--- config.mk ---
export PLATFORM = sky130hd
export DESIGN_NAME = prbs_link
export DESIGN_NICKNAME = d
export VERILOG_FILES = /design/src/hdl/pad_ctrl_pkg.sv /design/src/hdl/link_test_pkg.sv /design/src/hdl/prbs_link.sv
export VERILOG_INCLUDE_DIRS = /design/src /design/src/include
export SDC_FILE = /design/constraint.sdc
export NUM_CORES = 1
export LEC_CHECK = 0
export ABC_AREA = 1
export BUFFER_PORTS_ARGS = -buffer_cell sky130_fd_sc_hd__buf_2
export CORE_ASPECT_RATIO = 0.9
export CORE_UTILIZATION = 30
export CTS_BUF_LIST = sky130_fd_sc_hd__clkbuf_16
export CTS_CLUSTER_DIAMETER = 120
export CTS_CLUSTER_SIZE = 10
export DETAILED_ROUTE_END_ITERATION = 12
export GPL_ROUTABILITY_DRIVEN = 0
export PLACE_DENSITY = 0.5
export SLEW_MARGIN = 30
export SYNTH_ARGS = -nofsm -noshare
export SYNTH_HDL_FRONTEND = slang
export SYNTH_SLANG_ARGS = --single-unit
--- constraint.sdc ---
create_clock -name clk_ibufg -period 7.7 [get_ports clk_ibufg]
set_clock_uncertainty 0.1 [all_clocks]
set_input_delay 1.54 -clock clk_ibufg [delete_from_list [all_inputs] [get_ports clk_ibufg]]
set_output_delay 1.54 -clock clk_ibufg [all_outputs]
set_load 0.005 [all_outputs]
--- src/include/lvds_test_cfg.svh ---
`ifndef LVDS_TEST_CFG_SVH
`define LVDS_TEST_CFG_SVH

// button filter
// synchronized level must hold this long before it is taken
`define LT_DEBOUNCE_CYCLES 16

// display
`define LT_SCAN_CYCLES 8      // cycles per digit before moving on

// mode counters
`define LT_MAIN_MODES 4       // wraps back to 0 after 3
`define LT_SUB_MODES 64       // full 6-bit range

// link
// start state of lane 0, lane 1 uses the inverse
// must not be 0 or all ones
`define LT_PRBS_SEED 7'h2d
`define LT_LANES 2            // data lanes on side A

`endif

--- src/hdl/pad_ctrl_pkg.sv ---
package pad_ctrl_pkg;

  // controls for one side of the SC transceiver pair
  typedef struct packed {
    logic       sel_rx;     // receiver enable
    logic       sel_tx;     // driver enable
    logic       pd_bias;    // bias power down
    logic [1:0] idset;      // output current
    logic       hyst;       // rx hysteresis
    logic [1:0] drv_str;    // drive strength
    logic       sr;         // slew rate
    logic       puden_tx;
    logic       puden_rx;
    logic       pudpol_tx;
    logic       pudpol_rx;
    logic [1:0] test;       // test mux of the cell
  } pad_side_t;

  // whole control word, 15 + 15 + 1 = 31 bits
  typedef struct packed {
    pad_side_t a;
    pad_side_t b;
    logic      por;         // power-on reset of the cell
  } pad_ctrl_t;

  // idle word
  // por held, side B bias off, nothing else driven
  localparam pad_ctrl_t PAD_CTRL_OFF = '{
    a:   '0,
    b:   '{pd_bias: 1'b1, default: '0},
    por: 1'b1
  };

endpackage

--- src/hdl/link_test_pkg.sv ---
package link_test_pkg;

  // mode state stepped by the buttons
  typedef logic [1:0] main_mode_t;  // 0 idles the pads
  typedef logic [5:0] sub_mode_t;   // pad settings and display select

  // counters from the link checker
  typedef struct packed {
    logic [57:0] recv_cnt;          // enabled cycles
    logic [31:0] err_a;             // lane 0 bit errors
    logic [31:0] err_b;             // lane 1 bit errors
  } link_cnt_t;

  // low three sub mode bits as seen by the display
  typedef struct packed {
    logic       err_src;            // 1 shows the error counters
    logic [1:0] slice;              // 16-bit slice index
  } disp_sel_t;

endpackage

--- src/hdl/prbs_link.sv ---
`include "lvds_test_cfg.svh"

module prbs_link (
  input  logic                     clk_ibufg,
  input  logic                     rst,
  input  logic                     clr_seq,
  input  pad_ctrl_pkg::pad_ctrl_t  sc_ctrl,
  input  logic [`LT_LANES-1:0]     sca_din,
  output logic [`LT_LANES-1:0]     sca_dout,
  output link_test_pkg::link_cnt_t link_cnt
);

  logic                 en;                 // side A driving
  logic [6:0]           tx_lfsr [`LT_LANES];
  logic [6:0]           rx_sh [`LT_LANES];  // last seven received bits
  logic [`LT_LANES-1:0] pred;
  logic [`LT_LANES-1:0] mism;
  logic [2:0]           fill_cnt;
  logic                 filled;
  logic [57:0]          recv_cnt;
  logic [31:0]          err_cnt [`LT_LANES];

  assign en     = sc_ctrl.a.sel_tx;
  assign filled = (fill_cnt == 3'd7);

  // x^7 + x^6 + 1
  // tx bit is taken straight from the state so the first enabled cycle is valid
  always_comb begin
    for (int i = 0; i < `LT_LANES; i++) begin
      sca_dout[i] = tx_lfsr[i][6] ^ tx_lfsr[i][5];
      pred[i]     = rx_sh[i][6] ^ rx_sh[i][5];  // same taps on the rx side
      mism[i]     = filled & (pred[i] ^ sca_din[i]);
    end
  end

  // generators, fill counter and counters
  always_ff @(posedge clk_ibufg) begin
    if (rst || clr_seq) begin
      fill_cnt <= '0;
      recv_cnt <= '0;
      for (int i = 0; i < `LT_LANES; i++) begin
        // odd lanes start from the inverted seed
        tx_lfsr[i] <= (i % 2 == 1) ? ~`LT_PRBS_SEED : `LT_PRBS_SEED;
        err_cnt[i] <= '0;
      end
    end else if (en) begin
      if (!filled) fill_cnt <= fill_cnt + 1'b1;
      if (recv_cnt != '1) recv_cnt <= recv_cnt + 1'b1;   // saturate
      for (int i = 0; i < `LT_LANES; i++) begin
        tx_lfsr[i] <= {tx_lfsr[i][5:0], sca_dout[i]};
        if (mism[i] && err_cnt[i] != '1)
          err_cnt[i] <= err_cnt[i] + 1'b1;
      end
    end else begin
      fill_cnt <= '0;                       // refill after the next enable
    end
  end

  // receive history
  always_ff @(posedge clk_ibufg) begin
    if (en) begin
      for (int i = 0; i < `LT_LANES; i++)
        rx_sh[i] <= {rx_sh[i][5:0], sca_din[i]};
    end
  end

  // one flipped bit hits the check three times
  // as the new bit and as each of the two taps
  assign link_cnt = {recv_cnt, err_cnt[0], err_cnt[1]};

  // counters only go back down through a clear
  err_a_no_dec: assert property (@(posedge clk_ibufg) disable iff (rst)
    !clr_seq |=> link_cnt.err_a >= $past(link_cnt.err_a));
  err_b_no_dec: assert property (@(posedge clk_ibufg) disable iff (rst)
    !clr_seq |=> link_cnt.err_b >= $past(link_cnt.err_b));

endmodule

After elaboration in Yosys (flattened, before gate mapping) --
Memories as Yosys holds them, arrays and structs flattened. Index checks and enable logic that the tools add are counted.
Word-level totals: register bits after elaboration 61, bits in writable memories 92, bits of input ports 36, output and inout bits 124, memories kept 3
Memories:
- err_cnt | depth 2, bits a word 32, rd ports 2, clocked after memory_dff 0, wr ports 2, line prbs_link.sv:21 | logic [31:0] err_cnt [`LT_LANES];
- rx_sh | depth 2, bits a word 7, rd ports 2, clocked after memory_dff 0, wr ports 2, line prbs_link.sv:15 | logic [6:0] rx_sh [`LT_LANES];
- tx_lfsr | depth 2, bits a word 7, rd ports 2, clocked after memory_dff 0, wr ports 2, line prbs_link.sv:14 | logic [6:0] tx_lfsr [`LT_LANES];
Cells by class: add/sub/neg operators 4, equal/unequal tests 4, mux-type cells 18, bitwise gates (word level) 13, reductions and logical operators 5
Operator list (count):
- $add 32x1->32 const B | 2
- $mux 32 | 2
- $ne 32x32->1 const B | 2
- $add 58x1->58 const B | 1
- $ne 58x58->1 const B | 1
- $mux 1 | 14
- $mux 7 | 2
- $xor 1x1->1 | 6
- $or 1x1->1 | 4
- $add 3x1->3 const B | 1
- $eq 3x3->1 const B | 1
- $and 1x1->1 | 2
- $logic_and 1x1->1 | 2
- $reduce_and 2->1 | 1
- $reduce_or 2->1 | 1
- $logic_or 1x1->1 | 1
- $not 1->1 | 1

Longest topological paths before layout --
depth in word-level cells 9, gate-level depth with buffers 13, mapped depth without buffers 12

Least setup slack after synthesis --
OpenSTA, ideal clock, no wires.
kind input port to flip-flop, from input port clr_seq, to memory err_cnt[1][0] (netlist: err_cnt[0][32]) (enable), setup time 0.389 ns, arrival time 3.093 ns, data required time 7.211 ns, path slack 4.118 ns, stages on the path 5, path through nor2_1 > nand4_1 > buf_4 > buf_4 > nand2_1
RTL lines:
- start, declared | line prbs_link.sv:6 | input logic clr_seq,
- end, declared | line prbs_link.sv:21

==> flow_metrics.tcl <==
set metrics [dict create \
    grt_setup_unrepaired "no" \
    p_leak_nw 4.12 \
    die_area_um2 31600 \
    post-cts-setup-buffer-count 0 \
    min-delay-path-class "reg -> reg" \
    critical_path_peak_fanout 65 \
    regToRegEndpoint "err_cnt[0][63]" \
    post_cts_resize_count 0 \
    totalWireLength_um 27000 \
    timing.critical_path.to "err_cnt[0][37]" \
    num-nets-final 1445 \
    critical_path.reg2reg.startpoint "err_cnt[0][0]" \
    insertion_delay_ps 440 \
    netSwitchingFraction 0.262 \
    pwr-share-clk 0.460 \
    largest_net_degree_at_the_start_of_global_routing 66 \
    critical_setup_path_class "in -> reg" \
    yosysWarnings 0 \
    crit_slowest_cell "buf_4" \
    power.switching_w 0.000481 \
    die_height_um 169 \
    antenna_left 0 \
    synth-main-ff-cell "edfxtp_1" \
    yosysMostFrequentCell "nand2_1" \
    syn_nets 1322 \
    avgRoutedWirePerCell_um 14.8 \
    syn-cell-area_um2 9280 \
    finalWorstPathRequiredPeriod_ps 3460 \
    netlist_instances 1281 \
    comb_power_frac 0.042 \
    worst_setup_path_start_kind "input port" \
    crit_path_max_incr_delay_ps 580 \
    drive_gt1_frac 0.165 \
    ff_latch_area_um2 3980 \
    grt_remaining_overflow 0 \
    finalCritPeriodShare 0.449 \
    io_pins 160 \
    clock_tree_from_tritoncts "done" \
    seq_power_share 0.498 \
    cp_cell_sequence "buf_2 > nor2_4 > buf_4 > nand4_1 > buf_4 > nand2_1 > buf_4" \
    finalCoreUtilization 0.359 \
    post_detail_place_hpwl_um 20000 \
    synth_common_cells "nand2_1 (351), nor2_1 (256), inv_1 (124), a21oi_1 (97), edfxtp_1 (92)" \
    synth.area.top_cells "edfxtp_1 (30%), nand2_1 (14%), dfxtp_1 (13%)" \
    setup.worst_path.start "clr_seq" \
    synth_seq_area_share 0.429 \
    finalHoldViolCount 0 \
    initial_utilization 0.308 \
    htreeDepth 4 \
    drt_pre_antenna_iters 5 \
    antenna_violations_before_repair 0 \
    areaGrowthSynthToFinish_pct 16.8 \
    drc 0 \
    number_of_cts_inserted_buffers 17 \
    timing.fmax_ghz 0.289 \
    cp-end-kind "flip-flop" \
    crit_arrival_ps 3450 \
    yosys_register_bits 153 \
    port_buffers 129 \
    max_slew_margin 0.436 \
    fp.coreArea_um2 30200 \
    post-synth-top-area-cell "edfxtp_1" \
    timing.reg2reg.setup_slack_ps 4930 \
    grt_util_all_layers 0.172 \
    rows 60 \
    setup_viol 0 \
    p_per_area_nw_per_um2 169 \
    grt_pass1_vias 7932 \
    final.setup.tns_ps 0 \
    cap_violations 0 \
    cts.sink_count 153 \
    multi_input_combinational_cell_area_um2 4600 \
    postCtsHoldBufs 0 \
    finalMaxSlewViolations 0 \
    internal_portion_of_total_power_w 0.00135 \
    via_density_per_instance 4.70 \
    status "finished, final reports clean" \
    timing.critical_path.required_ps 7700 \
    r2r_worst_path_depth 8 \
    ys_async_sr_fraction 0 \
    ir_worst_vdd_mv 0.142 \
    worst-slew-pin-transition_ps 846 \
    clockBufferDepth 2 \
    buffer_cell_driving_the_clock_tree_root "clkbuf_16" \
    yosysTopAreaCellShare 0.298 \
    fill_cells 3268 \
    most_used_cell_cp "buf_4" \
    dr_total_vias 8563 \
    count_of_distinct_cell_types_in_the_synthesized_netlist 35 \
    drt_iter0_drc 628 \
    chipWidth_um 187 \
    syn_area_per_cell_um2 7.24 \
    synth-edff-count 92 \
    clkTransAtPathRegs_ps 80 \
    antenna-diode-count 0 \
    grt_pass1_wl_um 42600 \
]
[area by class of cell]
cell class | count | share of cell area
Clock inverter | 15 | 0.0145
Timing Repair Buffer | 135 | 0.0637
Sequential cell | 153 | 0.368
Multi-Input combinational cell | 969 | 0.424
Inverter | 128 | 0.0443
Clock buffer | 17 | 0.0392
Tap cell | 403 | 0.0465
[critical path: cells and delay by family]
family                 cells  cell delay [ps]
buffers and inverters      4             1450
and+or+nand+nor            3              390
[sequential cells by signal (all words and copies together), names as in the netlist]
register	count
tx_lfsr	14
recv_cnt	58
rx_sh	14
fill_cnt	3
err_cnt	64
[power by group through the flow]
| stage | Clock [W] | Sequential [W] | Combinational, W |
|---|---|---|---|
| 3_3_place_gp | 0 | 0.000931 | 0.0000785 |
| 4_1_cts | 0.000866 | 0.000913 | 0.0000792 |
| 5_1_grt | 0.000893 | 0.000916 | 0.0000884 |
| 2_1_floorplan | 0 | 0.000927 | 0.0000450 |
| 3_5_place_dp | 0 | 0.000931 | 0.0000789 |
| 6_report | 0.000843 | 0.000912 | 0.0000774 |
[metrics by stage]
stage	instances	hold slack, ps	worst slack [ps]	power (W)	area, µm²
after floorplan	1281	300	4120	0.000972	9280
after global placement	1788	305	3730	0.00101	10300
after detailed placement	1788	308	3730	0.00101	10300
after CTS	1820	319	4220	0.00186	10800
after global routing	1820	323	4070	0.00190	10800
final	1820	317	4240	0.00183	10800
[per-layer routing]
metal	share of wire	wire length, µm	up-vias	track usage
met1	0.48	13000	3915	0.232
li1	-	-	4380	-
met2	0.45	12300	246	0.281
met3	0.052	1410	22	0.0340
met4	0.013	348	0	0.0470
met5	0	0	-	0
[how the worst min path moves through the flow]
stage          cells past startpoint         start           end  slack, ps
2_1_floorplan                      0   rx_sh[0][9]  rx_sh[0][10]        300
3_3_place_gp                       0  rx_sh[0][11]  rx_sh[0][12]        310
3_5_place_dp                       0  rx_sh[0][11]  rx_sh[0][12]        310
4_1_cts                            0   rx_sh[0][1]   rx_sh[0][2]        320
5_1_grt                            0   rx_sh[0][8]   rx_sh[0][9]        320
6_report                           0   rx_sh[0][1]   rx_sh[0][2]        320
[kinds of logic after synthesis]
| group | count (synthesis) | share of synthesized area |
|---|---|---|
| AOI/OAI and AO/OA | 110 | 0.0634 |
| xor gates and xnor gates | 47 | 0.0444 |
| and+or+nand+nor | 807 | 0.380 |
| adders and majority gates | 5 | 0.00674 |
| DFF | 153 | 0.429 |
| buffers and inverters | 159 | 0.0762 |
[placed cells by master (no fill, tap or decap), types with 26 or more instances in the layout]
| cell | n |
|---|---|
| a21oi_1 | 97 |
| buf_2 | 129 |
| inv_1 | 124 |
| nand2_1 | 351 |
| nor2_1 | 255 |
| xor2_1 | 34 |
| nand4_1 | 26 |
| dfxtp_1 | 61 |
| nor3_1 | 28 |
| nand3_1 | 74 |
| edfxtp_1 | 92 |
Power figures use the tool's default switching activity.
